<file path="src/hdl/merge_data_pkg.sv">
`default_nettype none

package merge_data_pkg;

    // ----------------------------------------------------------
    // Widths
    // ----------------------------------------------------------
    localparam int DATA_W    = 32;
    localparam int MAX_LANES = 8;

    typedef logic [DATA_W-1:0]    data_word_t;
    typedef logic [15:0]          round_count_t;
    typedef logic [MAX_LANES-1:0] lane_mask_t;

    // ----------------------------------------------------------
    // Encodings
    // ----------------------------------------------------------
    typedef enum logic {
        MERGE_SUM = 1'b0,
        MERGE_MAX = 1'b1
    } merge_op_e;

    typedef enum logic [1:0] {
        IDLE  = 2'd0,
        RUN   = 2'd1,
        DRAIN = 2'd2
    } merge_state_e;

    // ----------------------------------------------------------
    // Packets and control words
    // ----------------------------------------------------------
    typedef struct packed {
        logic       valid;
        data_word_t data;
    } merge_packet_t;

    // Config word from the memory response port
    typedef struct packed {
        logic       valid;
        merge_op_e  op;
        lane_mask_t lane_mask;
    } merge_config_t;

    typedef struct packed {
        logic         valid;
        round_count_t rounds;
    } kernel_descriptor_t;

endpackage : merge_data_pkg

`default_nettype wire

</file>
<file path="src/hdl/engine_merge_data.sv">
`timescale 1ns/10ps
`default_nettype none

module engine_merge_data #(
    parameter int MERGE_LANES = 4,
    parameter int FIFO_DEPTH  = 16,
    parameter int PROG_THRESH = 12
) (
    input  logic                               ap_clk,
    input  logic                               areset_csr_engine,
    input  merge_data_pkg::kernel_descriptor_t descriptor_in,
    input  merge_data_pkg::merge_config_t      response_memory_in,
    input  merge_data_pkg::merge_packet_t      response_engine_in [MERGE_LANES-1:0],
    output logic [MERGE_LANES-1:0]             response_engine_ready,
    input  logic                               request_engine_rd_en,
    output merge_data_pkg::merge_packet_t      request_engine_out,
    output logic                               done_out
);

    // Input registers
    merge_data_pkg::kernel_descriptor_t descriptor_reg;
    merge_data_pkg::merge_config_t      config_reg;
    merge_data_pkg::merge_packet_t      lane_in_reg [MERGE_LANES-1:0];
    logic                               rd_en_reg;

    // Lane FIFO side
    merge_data_pkg::data_word_t    lane_dout [MERGE_LANES-1:0];
    merge_data_pkg::merge_packet_t lane_data [MERGE_LANES-1:0];
    logic [MERGE_LANES-1:0]        lane_valid;
    logic [MERGE_LANES-1:0]        lane_empty;
    logic [MERGE_LANES-1:0]        lane_prog_full;
    logic [MERGE_LANES-1:0]        lane_pop;

    // Control and combiner
    merge_data_pkg::merge_op_e     merge_op;
    merge_data_pkg::lane_mask_t    lane_mask;
    merge_data_pkg::merge_packet_t result;
    logic                          ctrl_idle;

    // Output FIFO side
    merge_data_pkg::data_word_t out_dout;
    logic                       out_valid;
    logic                       out_empty;
    logic                       out_prog_full;
    logic                       out_rd_en;
    logic                       all_empty;

    // ----------------------------------------------------------
    // Input registers
    // ----------------------------------------------------------
    always_ff @(posedge ap_clk) begin
        descriptor_reg.rounds <= descriptor_in.rounds;
        config_reg.op         <= response_memory_in.op;
        config_reg.lane_mask  <= response_memory_in.lane_mask;
        for (int i = 0; i < MERGE_LANES; i++) begin
            lane_in_reg[i].data <= response_engine_in[i].data;
        end
        if (areset_csr_engine) begin
            descriptor_reg.valid <= 1'b0;
            config_reg.valid     <= 1'b0;
            rd_en_reg            <= 1'b0;
            for (int i = 0; i < MERGE_LANES; i++) begin
                lane_in_reg[i].valid <= 1'b0;
            end
        end else begin
            descriptor_reg.valid <= descriptor_in.valid;
            config_reg.valid     <= response_memory_in.valid;
            rd_en_reg            <= request_engine_rd_en;
            for (int i = 0; i < MERGE_LANES; i++) begin
                lane_in_reg[i].valid <= response_engine_in[i].valid;
            end
        end
    end

    // ----------------------------------------------------------
    // Lane FIFOs
    // ----------------------------------------------------------
    for (genvar i = 0; i < MERGE_LANES; i++) begin : gen_lane
        sync_fifo #(
            .WIDTH      (merge_data_pkg::DATA_W),
            .DEPTH      (FIFO_DEPTH),
            .PROG_THRESH(PROG_THRESH)
        ) i_lane_fifo (
            .ap_clk           (ap_clk),
            .areset_csr_engine(areset_csr_engine),
            .din              (lane_in_reg[i].data),
            .wr_en            (lane_in_reg[i].valid),
            .rd_en            (lane_pop[i]),
            .dout             (lane_dout[i]),
            .valid            (lane_valid[i]),
            .empty            (lane_empty[i]),
            .full             (),
            .prog_full        (lane_prog_full[i])
        );
    end

    always_comb begin
        for (int i = 0; i < MERGE_LANES; i++) begin
            lane_data[i].valid = lane_valid[i];
            lane_data[i].data  = lane_dout[i];
        end
    end

    // ----------------------------------------------------------
    // Round control and reduction
    // ----------------------------------------------------------
    merge_control #(
        .MERGE_LANES(MERGE_LANES)
    ) i_control (
        .ap_clk           (ap_clk),
        .areset_csr_engine(areset_csr_engine),
        .config_in        (config_reg),
        .descriptor_in    (descriptor_reg),
        .lane_avail       (~lane_empty),
        .out_almost_full  (out_prog_full),
        .lane_pop         (lane_pop),
        .merge_op         (merge_op),
        .lane_mask        (lane_mask),
        .idle             (ctrl_idle)
    );

    merge_lane_combiner #(
        .MERGE_LANES(MERGE_LANES)
    ) i_combiner (
        .ap_clk           (ap_clk),
        .areset_csr_engine(areset_csr_engine),
        .lane_data        (lane_data),
        .lane_mask        (lane_mask),
        .merge_op         (merge_op),
        .result           (result)
    );

    // ----------------------------------------------------------
    // Output FIFO
    // ----------------------------------------------------------
    assign out_rd_en = rd_en_reg & ~out_empty;

    sync_fifo #(
        .WIDTH      (merge_data_pkg::DATA_W),
        .DEPTH      (FIFO_DEPTH),
        .PROG_THRESH(PROG_THRESH)
    ) i_out_fifo (
        .ap_clk           (ap_clk),
        .areset_csr_engine(areset_csr_engine),
        .din              (result.data),
        .wr_en            (result.valid),
        .rd_en            (out_rd_en),
        .dout             (out_dout),
        .valid            (out_valid),
        .empty            (out_empty),
        .full             (),
        .prog_full        (out_prog_full)
    );

    // ----------------------------------------------------------
    // Output registers and done
    // ----------------------------------------------------------
    assign all_empty = (&lane_empty) & out_empty;

    always_ff @(posedge ap_clk) begin
        request_engine_out.data <= out_dout;
        if (areset_csr_engine) begin
            request_engine_out.valid <= 1'b0;
            response_engine_ready    <= '0;
            done_out                 <= 1'b1;
        end else begin
            request_engine_out.valid <= out_valid;
            response_engine_ready    <= ~lane_prog_full;
            // Hold off done until the last result has left the output register
            done_out                 <= ctrl_idle & all_empty & ~out_valid;
        end
    end

endmodule : engine_merge_data

`default_nettype wire

</file>
<file path="src/hdl/merge_control.sv">
`timescale 1ns/10ps
`default_nettype none

module merge_control #(
    parameter int MERGE_LANES = 4
) (
    input  logic                               ap_clk,
    input  logic                               areset_csr_engine,
    input  merge_data_pkg::merge_config_t      config_in,
    input  merge_data_pkg::kernel_descriptor_t descriptor_in,
    input  logic [MERGE_LANES-1:0]             lane_avail,
    input  logic                               out_almost_full,
    output logic [MERGE_LANES-1:0]             lane_pop,
    output merge_data_pkg::merge_op_e          merge_op,
    output merge_data_pkg::lane_mask_t         lane_mask,
    output logic                               idle
);

    merge_data_pkg::merge_state_e state;
    merge_data_pkg::round_count_t rounds_left;
    logic                         cfg_captured;
    logic [1:0]                   drain_cnt;
    logic [MERGE_LANES-1:0]       lane_en;
    logic                         round_go;

    assign lane_en = lane_mask[MERGE_LANES-1:0];

    // All enabled lanes hold data and the output FIFO has room
    assign round_go = (state == merge_data_pkg::RUN) &
                      (&(lane_avail | ~lane_en)) &
                      ~out_almost_full;

    assign lane_pop = round_go ? lane_en : '0;
    assign idle     = (state == merge_data_pkg::IDLE);

    // ----------------------------------------------------------
    // Config capture
    // ----------------------------------------------------------
    always_ff @(posedge ap_clk) begin
        if (areset_csr_engine) begin
            cfg_captured <= 1'b0;
            merge_op     <= merge_data_pkg::MERGE_SUM;
            lane_mask    <= '0;
        end else if (idle && config_in.valid) begin
            cfg_captured <= 1'b1;
            merge_op     <= config_in.op;
            lane_mask    <= config_in.lane_mask;
        end
    end

    // ----------------------------------------------------------
    // Round state machine
    // ----------------------------------------------------------
    always_ff @(posedge ap_clk) begin
        if (areset_csr_engine) begin
            state       <= merge_data_pkg::IDLE;
            rounds_left <= '0;
            drain_cnt   <= '0;
        end else begin
            case (state)
                merge_data_pkg::IDLE: begin
                    // Zero rounds leaves the engine idle
                    if (descriptor_in.valid && cfg_captured && (descriptor_in.rounds != '0)) begin
                        rounds_left <= descriptor_in.rounds;
                        state       <= merge_data_pkg::RUN;
                    end
                end
                merge_data_pkg::RUN: begin
                    if (round_go) begin
                        rounds_left <= rounds_left - 1'b1;
                        if (rounds_left == merge_data_pkg::round_count_t'(1)) begin
                            drain_cnt <= '0;
                            state     <= merge_data_pkg::DRAIN;
                        end
                    end
                end
                merge_data_pkg::DRAIN: begin
                    // FIFO read stage, then combiner stage
                    if (drain_cnt == 2'd1) begin
                        state <= merge_data_pkg::IDLE;
                    end else begin
                        drain_cnt <= drain_cnt + 1'b1;
                    end
                end
                default: begin
                    state <= merge_data_pkg::IDLE;
                end
            endcase
        end
    end

endmodule : merge_control

`default_nettype wire

</file>
<file path="src/hdl/merge_lane_combiner.sv">
`timescale 1ns/10ps
`default_nettype none

module merge_lane_combiner #(
    parameter int MERGE_LANES = 4
) (
    input  logic                          ap_clk,
    input  logic                          areset_csr_engine,
    input  merge_data_pkg::merge_packet_t lane_data [MERGE_LANES-1:0],
    input  merge_data_pkg::lane_mask_t    lane_mask,
    input  merge_data_pkg::merge_op_e     merge_op,
    output merge_data_pkg::merge_packet_t result
);

    merge_data_pkg::data_word_t reduced;
    logic                       any_valid;

    // ----------------------------------------------------------
    // Reduction over enabled lanes
    // ----------------------------------------------------------
    // Disabled lanes act as zero, neutral for both sum and max
    always_comb begin
        reduced   = '0;
        any_valid = 1'b0;
        for (int i = 0; i < MERGE_LANES; i++) begin
            if (lane_mask[i]) begin
                any_valid = any_valid | lane_data[i].valid;
                if (merge_op == merge_data_pkg::MERGE_SUM) begin
                    // Wraps at DATA_W bits
                    reduced = reduced + lane_data[i].data;
                end else if (lane_data[i].data > reduced) begin
                    reduced = lane_data[i].data;
                end
            end
        end
    end

    // ----------------------------------------------------------
    // Result register
    // ----------------------------------------------------------
    always_ff @(posedge ap_clk) begin
        result.data <= reduced;
        if (areset_csr_engine) begin
            result.valid <= 1'b0;
        end else begin
            // Enabled lanes pop together
            result.valid <= any_valid;
        end
    end

endmodule : merge_lane_combiner

`default_nettype wire

</file>
<file path="src/hdl/sync_fifo.sv">
`timescale 1ns/10ps
`default_nettype none

module sync_fifo #(
    parameter int WIDTH       = 32,
    parameter int DEPTH       = 16,
    parameter int PROG_THRESH = 12
) (
    input  logic             ap_clk,
    input  logic             areset_csr_engine,
    input  logic [WIDTH-1:0] din,
    input  logic             wr_en,
    input  logic             rd_en,
    output logic [WIDTH-1:0] dout,
    output logic             valid,
    output logic             empty,
    output logic             full,
    output logic             prog_full
);

    localparam int AW = (DEPTH > 1) ? $clog2(DEPTH) : 1;
    localparam int CW = $clog2(DEPTH + 1);

    logic [WIDTH-1:0] mem [DEPTH];
    logic [AW-1:0]    wr_ptr;
    logic [AW-1:0]    rd_ptr;
    logic [CW-1:0]    count;
    logic             do_write;
    logic             do_read;

    // Wrap at DEPTH, which need not be a power of two
    function automatic logic [AW-1:0] next_ptr(input logic [AW-1:0] ptr);
        logic [AW-1:0] nxt;
        if (ptr == AW'(DEPTH - 1)) begin
            nxt = '0;
        end else begin
            nxt = ptr + 1'b1;
        end
        return nxt;
    endfunction

    assign empty     = (count == '0);
    assign full      = (count == CW'(DEPTH));
    assign prog_full = (count >= CW'(PROG_THRESH));

    // Overflow and underflow requests are dropped
    assign do_write = wr_en & ~full;
    assign do_read  = rd_en & ~empty;

    always_ff @(posedge ap_clk) begin
        if (areset_csr_engine) begin
            wr_ptr <= '0;
            rd_ptr <= '0;
            count  <= '0;
            valid  <= 1'b0;
        end else begin
            if (do_write) begin
                wr_ptr <= next_ptr(wr_ptr);
            end
            if (do_read) begin
                rd_ptr <= next_ptr(rd_ptr);
            end
            case ({do_write, do_read})
                2'b10:   count <= count + 1'b1;
                2'b01:   count <= count - 1'b1;
                default: count <= count;
            endcase
            valid <= do_read;
        end
    end

    // Storage and registered read port
    always_ff @(posedge ap_clk) begin
        if (do_write) begin
            mem[wr_ptr] <= din;
        end
        if (do_read) begin
            dout <= mem[rd_ptr];
        end
    end

endmodule : sync_fifo

`default_nettype wire

</file>
<file path="config.mk">
export PLATFORM = sky130hd
export DESIGN_NAME = engine_merge_data
export DESIGN_NICKNAME = d
export VERILOG_FILES = /design/src/hdl/merge_data_pkg.sv /design/src/hdl/engine_merge_data.sv /design/src/hdl/merge_control.sv /design/src/hdl/merge_lane_combiner.sv /design/src/hdl/sync_fifo.sv
export SDC_FILE = /design/constraint.sdc
export NUM_CORES = 2
export LEC_CHECK = 0
export BUFFER_PORTS_ARGS = -buffer_cell sky130_fd_sc_hd__buf_2
export CORE_MARGIN = 4
export CORE_UTILIZATION = 40
export CTS_CLUSTER_DIAMETER = 30
export DETAILED_ROUTE_END_ITERATION = 16
export PLACE_DENSITY = 0.52
export SLEW_MARGIN = 20
export SYNTH_ARGS = -nofsm -noshare
export SYNTH_HDL_FRONTEND = slang
export SYNTH_HIERARCHICAL = 1
export SYNTH_SLANG_ARGS = --single-unit
</file>
<file path="constraint.sdc">
create_clock -name ap_clk -period 20 [get_ports ap_clk]
set_clock_uncertainty 0.1 [all_clocks]
set_input_delay 1 -clock ap_clk [delete_from_list [all_inputs] [get_ports ap_clk]]
set_output_delay 1 -clock ap_clk [all_outputs]
set_load 0.05 [all_outputs]
</file>
# Word level (Yosys, flattened, before mapping)
# Memories as Yosys holds them, arrays and structs flattened. A register that Yosys moved wholly into a read port is not among the register bits.
# Index checks and enable logic that the tools add are counted.
dict set report word_totals {
  register_bits 191
  mem_bits_rw 2692
  in_bits 162
  output_inout_bits 38
  elab_cells 234
  n_memories 6
}
dict set report classes {
  n_addsub 25
  order_cmp 9
  eq_ne 34
  muxes 61
  bitwise_logic 39
  reduce_logical 22
}
# name depth word_bits read_ports rd_ports_with_merged_regs wr line_no
set memory_table {}
lappend memory_table {{gen_lane[0].i_lane_fifo.mem} 16 32 1 1 1 sync_fifo.sv:24} ;# logic [WIDTH-1:0] mem [DEPTH];
lappend memory_table {{gen_lane[1].i_lane_fifo.mem} 16 32 1 1 1 sync_fifo.sv:24}
lappend memory_table {{gen_lane[2].i_lane_fifo.mem} 16 32 1 1 1 sync_fifo.sv:24}
lappend memory_table {{gen_lane[3].i_lane_fifo.mem} 16 32 1 1 1 sync_fifo.sv:24}
lappend memory_table {i_out_fifo.mem 16 32 1 1 1 sync_fifo.sv:24}
lappend memory_table {lane_in_reg 4 33 4 0 4 engine_merge_data.sv:23} ;# merge_data_pkg::merge_packet_t lane_in_reg [MERGE_LANES-1:0];
# operator n
set op_table {}
lappend op_table {{$mux 32} 12}
lappend op_table {{$add 32x32->32} 3}
lappend op_table {{$gt 32x32->1} 3}
lappend op_table {{$pmux 5 s2} 5}
lappend op_table {{$mux 4} 11}
lappend op_table {{$add 4x1->4 const B} 10}
lappend op_table {{$eq 4x4->1 const B} 10}
lappend op_table {{$gt 32x1->1 const B} 1}
lappend op_table {{$mux 16} 2}
lappend op_table {{$pmux 16 s2} 1}
lappend op_table {{$add 5x1->5 const B} 5}
lappend op_table {{$eq 5x5->1 const B} 5}
lappend op_table {{$ge 5x4->1 const B} 5}
lappend op_table {{$logic_not 5->1} 5}
lappend op_table {{$sub 5x1->5 const B} 5}
lappend op_table {{$mux 1} 21}
lappend op_table {{$and 1x1->1} 16}
lappend op_table {{$eq 16x1->1 const B} 1}
lappend op_table {{$reduce_and 4->1} 4}
lappend op_table {{$reduce_bool 16->1} 1}
lappend op_table {{$sub 16x1->16 const B} 1}
lappend op_table {{$eq 2x1->1 const B} 7}
lappend op_table {{$mux 2} 7}
lappend op_table {{$reduce_bool 2->1} 7}
lappend op_table {{other kinds (13)} 42}

# Longest topological paths before layout
dict set report logic_depth {
  word_depth 16
  ltp_mapped 48
  mapped_depth_nobuf 41
}

# Hierarchy
# The synthesis kept the hierarchy.
# mod n_inst cells_each area_per_inst_um2
set by_module_without_submodules {}
lappend by_module_without_submodules {{sync_fifo at gen_lane[2].i_lane_fifo ...} 2 933 20997.6}
lappend by_module_without_submodules {{sync_fifo at gen_lane[0].i_lane_fifo ...} 2 933 20996.4}
lappend by_module_without_submodules {{sync_fifo at i_out_fifo} 1 926 20968.9}
lappend by_module_without_submodules {merge_lane_combiner 1 1539 10757.8}
lappend by_module_without_submodules {engine_merge_data 1 218 4078.9}
lappend by_module_without_submodules {merge_control 1 228 1737.9}

# Least setup slack after synthesis
# OpenSTA, ideal clock, no wires.
dict set report synth_timing {
  kind {register to register}
  start {register gen_lane[0].i_lane_fifo.dout[23] (read register of gen_lane[0].i_lane_fifo.mem)}
  end {register, netlist name i_combiner/result[23]}
  setup_time_ns 0.122
  arrival_ns 9.306
  required_ns 19.778
  path_slack_ns 10.473
  stages_incl_launch_ff 40
  n_path_buf 6
  synth_period_minus_slack_ns 9.527
  cell_sequence {edfxtp_1 > or4_1 > or3_1 > o31a_1 > buf_2 > buf_2 > buf_2 > nand2_1 > ha_1 > or4_4 > or4b_4 > o31a_1 > o21a_1 > nand3_2 > a21oi_1 > xnor2_1 > o221ai_1 > inv_1 > (+4 left out) > o31ai_1 > nor4bb_1 > a211o_1 > buf_4 > nand2_1 > a2bb2oi_1 > o211a_1 > ha_1 > or4_1 > or4_4 > nor4_4 > o21ai_1 > a22oi_2 > nand2b_1 > buf_6 > nand2_4 > buf_6 > a221o_1}
}
dict set report synth_via {
  elab_chain_len 16
  elab_cells_between_ends 19
}
# element line_no
set synth_lines {}
lappend synth_lines {{start: declaration} sync_fifo.sv:14} ;# output logic [WIDTH-1:0] dout,
lappend synth_lines {{$gt 32x1->1} merge_lane_combiner.sv:31} ;# end else if (lane_data[i].data > reduced) begin
lappend synth_lines {{$mux 32} merge_lane_combiner.sv:31}
lappend synth_lines {{$mux 32 *} merge_lane_combiner.sv:28} ;# if (merge_op == merge_data_pkg::MERGE_SUM) begin
lappend synth_lines {{$mux 32 *} merge_lane_combiner.sv:26} ;# if (lane_mask[i]) begin
lappend synth_lines {{$gt 32x32->1} merge_lane_combiner.sv:31}
lappend synth_lines {{$mux 32} merge_lane_combiner.sv:31}
lappend synth_lines {{$mux 32} merge_lane_combiner.sv:28}
lappend synth_lines {{$mux 32 *} merge_lane_combiner.sv:26}
lappend synth_lines {{$gt 32x32->1} merge_lane_combiner.sv:31}
lappend synth_lines {{$mux 32} merge_lane_combiner.sv:31}
lappend synth_lines {{$mux 32} merge_lane_combiner.sv:28}
lappend synth_lines {{$mux 32 *} merge_lane_combiner.sv:26}
lappend synth_lines {{$gt 32x32->1} merge_lane_combiner.sv:31}
lappend synth_lines {{$mux 32} merge_lane_combiner.sv:31}
lappend synth_lines {{$mux 32} merge_lane_combiner.sv:28}
lappend synth_lines {{$mux 32 *} merge_lane_combiner.sv:26}
lappend synth_lines {{named net i_combiner.reduced[23]} merge_lane_combiner.sv:15} ;# merge_data_pkg::data_word_t reduced;
# Mark *: on every way through the listed nets, which the timed path passes. The rest lies on a longest branch.
# A chain may end at the register's enable or synchronous reset.

# Worst setup path after layout
dict set report layout_timing {
  start {register i_control.merge_op}
  end {register, netlist name i_combiner/result[14]}
}
dict set report layout_via {
  elab_chain_len 14
  elab_cells_between_ends 17
}
# element line_no
set layout_lines {}
lappend layout_lines {{start: declaration} merge_control.sv:14} ;# output merge_data_pkg::merge_op_e merge_op,
lappend layout_lines {{start signal: assignment} merge_control.sv:42} ;# merge_op <= merge_data_pkg::MERGE_SUM;
lappend layout_lines {{start signal: assignment} merge_control.sv:46} ;# merge_op <= config_in.op;
lappend layout_lines {{$mux 32} merge_lane_combiner.sv:28}
lappend layout_lines {{$mux 32} merge_lane_combiner.sv:26}
lappend layout_lines {{$gt 32x32->1} merge_lane_combiner.sv:31}
lappend layout_lines {{$mux 32} merge_lane_combiner.sv:31}
lappend layout_lines {{$mux 32} merge_lane_combiner.sv:28}
lappend layout_lines {{$mux 32} merge_lane_combiner.sv:26}
lappend layout_lines {{$gt 32x32->1} merge_lane_combiner.sv:31}
lappend layout_lines {{$mux 32} merge_lane_combiner.sv:31}
lappend layout_lines {{$mux 32} merge_lane_combiner.sv:28}
lappend layout_lines {{$mux 32} merge_lane_combiner.sv:26}
lappend layout_lines {{$gt 32x32->1} merge_lane_combiner.sv:31}
lappend layout_lines {{$mux 32} merge_lane_combiner.sv:31}
lappend layout_lines {{$mux 32} merge_lane_combiner.sv:28}
lappend layout_lines {{$mux 32 *} merge_lane_combiner.sv:26}
lappend layout_lines {{named net i_combiner.reduced[14]} merge_lane_combiner.sv:15}
# Marked as above.

==> results.toml <==
[run_status]
status = "complete, no violations"

[placement]
dp.cells = 10580
preCtsSetupSlack_ps = 6771
dp_hpwl_mm = 177.8
gp_congestion = 0.8945
port_buffers = 195

[cts]
cts_resized = 0
clk_latency_ps = 1030
clock_path_buffers = 4
clk_pin_slew_ps = 50
cts_root_buffer = "clkbuf_16"
clock_sinks = 3043
cts_made_buffers = 619
cts_tree = "done"
h-tree-depth = 6

[sta]
period_share_pct = 67.00
final.min_clock_period_ps = 13400
setup_violations = 0
hold_viol = 0
finalWorstSetupSlack_ps = 6599
max_freq_ghz = 0.07462
worst_pin_slew_ps = 1132
rsz0062_at_grt = "false"
tns_ps = 0
finalMaxSlewViolations = 0
maxSlewHeadroom_pct = 24.26

[layout]
fin_nets = 7791
multiInputGateArea_um2 = 31410
drive_gt1_share_pct = 27.59
final_cells = 11870
area_growth_pct = 24.07
largest_reg_flops = 2048
fillCellCount = 24580
regArea_um2 = 88180
post-route-util_pct = 50.04

[grt]
grt_pass1_vias = 66990
grt_max_degree = 109
grt.total_usage_pct = 20.02
grt_pass1_wl_mm = 459.7
antenna_found_initial = 18
gr-total-overflow = 0

[setup_path]
critPathTopFamily = "compound AO/OA/AOI/OAI gates"
cpPeakStageDelay_ps = 700
cp_data_required_time_ps = 20720
critical_path_class = "reg -> reg"
worstPathArrival_ps = 14120
crit_slowest_cell = "a2111oi_0"
r2r_cells = 41
critPathLaunchType = "flip-flop"
crit_buf_inv = 6
endpoint_kind = "flip-flop"
cp.depth = 41
path_max_fanout = 17

[floorplanning]
core-area_um2 = 300800
die_w_um = 558.7
dieArea_um2 = 312100
fp-row-count = 201
num_io_pins = 200
start_util_pct = 40.33
fp.dieH_um = 558.7

[pwr]
switchingPower_uw = 3879
powerDensity_nw_per_um2 = 119.1
power_uw = 17920
clockPowerShare_pct = 58.1
power.internal_uw = 14040
cellLeakagePower_uw = 0.05070
swShare_pct = 21.64
power_frac_comb_pct = 2.1
ir_drop_v = 0.00008671
seq_power_share_pct = 39.9

[routing]
drc_errors = 0
final_antenna_net_count = 0
drt_iter0_markers = 5741
finalWirelength_mm = 316.9
first_pass_iters = 5
vias_per_cell = 5.483
vias = 65090
wire_per_inst_um = 26.70

[yosys]
post_synth.cell_area_avg_um2 = 18.33
synthCells = 6618
yosys_warnings = 6
synth_nets = 7039
syn-cell-area_um2 = 121300

[worst_hold_path]
hold_depth = 1
hold_class = "in -> reg"

[job]
drv_cap = 0
==> worst register-to-register path: cells and delay by family, from the launching register on <==
family,cells,cell delay [ps]
AND/OR/NAND/NOR,15,4850
buffers and inverters,6,1220
flip-flops,1,450
adder cells (fa/ha/maj),4,1300
AO/OA/AOI/OAI,16,5300
==> through the flow <==
step	hold WS [ps]	area, µm²
3_5_place_dp	226.9	127500
4_1_cts	0.5030	150500
2_1_floorplan	223.3	121300
5_1_grt	14.55	150500
3_3_place_gp	226.7	127500
6_report	74.74	150500
==> timing repair <==
action | 4_1_cts | 5_1_grt
buffers inserted | 0 | 0
hold endpoints to repair | 125 | 0
hold buffers | 125 | 0
==> worst paths after layout <==
path / endpoint / startpoint / slack, ps
worst max-delay path: i_combiner/result[14] / i_control/merge_op / 6600
worst min-delay path: lane_in_reg[0][31] / response_engine_in[31] / 70
worst max register to register: i_combiner/result[14] / i_control/merge_op / 6600
worst min register to register: request_engine_out[29] / i_out_fifo/dout[29] / 230
==> power by group through the flow <==
stage | combinational [µW] | sequential (µW) | clock, µW
after floorplan | 213 | 7200 | 0
after global placement | 353 | 7250 | 0
after detailed placement | 354 | 7260 | 0
after CTS | 375 | 7140 | 10600
after global routing | 405 | 7150 | 11000
final | 374 | 7140 | 10400
==> layout by cell type, fill, tap and decap left out, drive strengths merged, types with 12 or more instances in the layout <==
master and instances:
a221oi 13, o221ai 24, o31ai 13, a22oi 334, o21bai 20, o21ai 95, inv 264, dlygate4sd3 125
o211ai 29, nor4 38, nand2b 34, ha 251, a21boi 17, a21oi 228, or4 16, xor2 46
nand3 46, bufinv 78, clkbuf 727, clkinvlp 52, nand2 346, o21a 12, or3 18, edfxtp 2720
dfxtp 323, nor3 47, a21o 41, mux4 640, clkinv 245, and2 17, nand4 16, xnor2 49
a211oi 20, nor2 291, o32ai 15, a31oi 20, o22ai 48, mux2i 34, buf 342, nor2b 38
==> area by class of cell <==
class,count,share of cell area (%)
sequential,3043,58.59
timing repair buffer,467,2.255
clock inverter,428,3.685
clock buffer,727,10.76
tap,3958,3.291
multi-input combinational,3028,20.87
antenna,8,0.01330
inverter,211,0.5262
==> metal layers <==
metal	GRT usage (%)	vias up	wire length [µm]
met3	3.356	468	17440
met2	32.55	1972	152800
met4	5.708	2	8075
met1	27.92	34140	138600
met5	0	-	13
li1	-	28510	-
No activity file was read; power rests on OpenSTA's default activity.
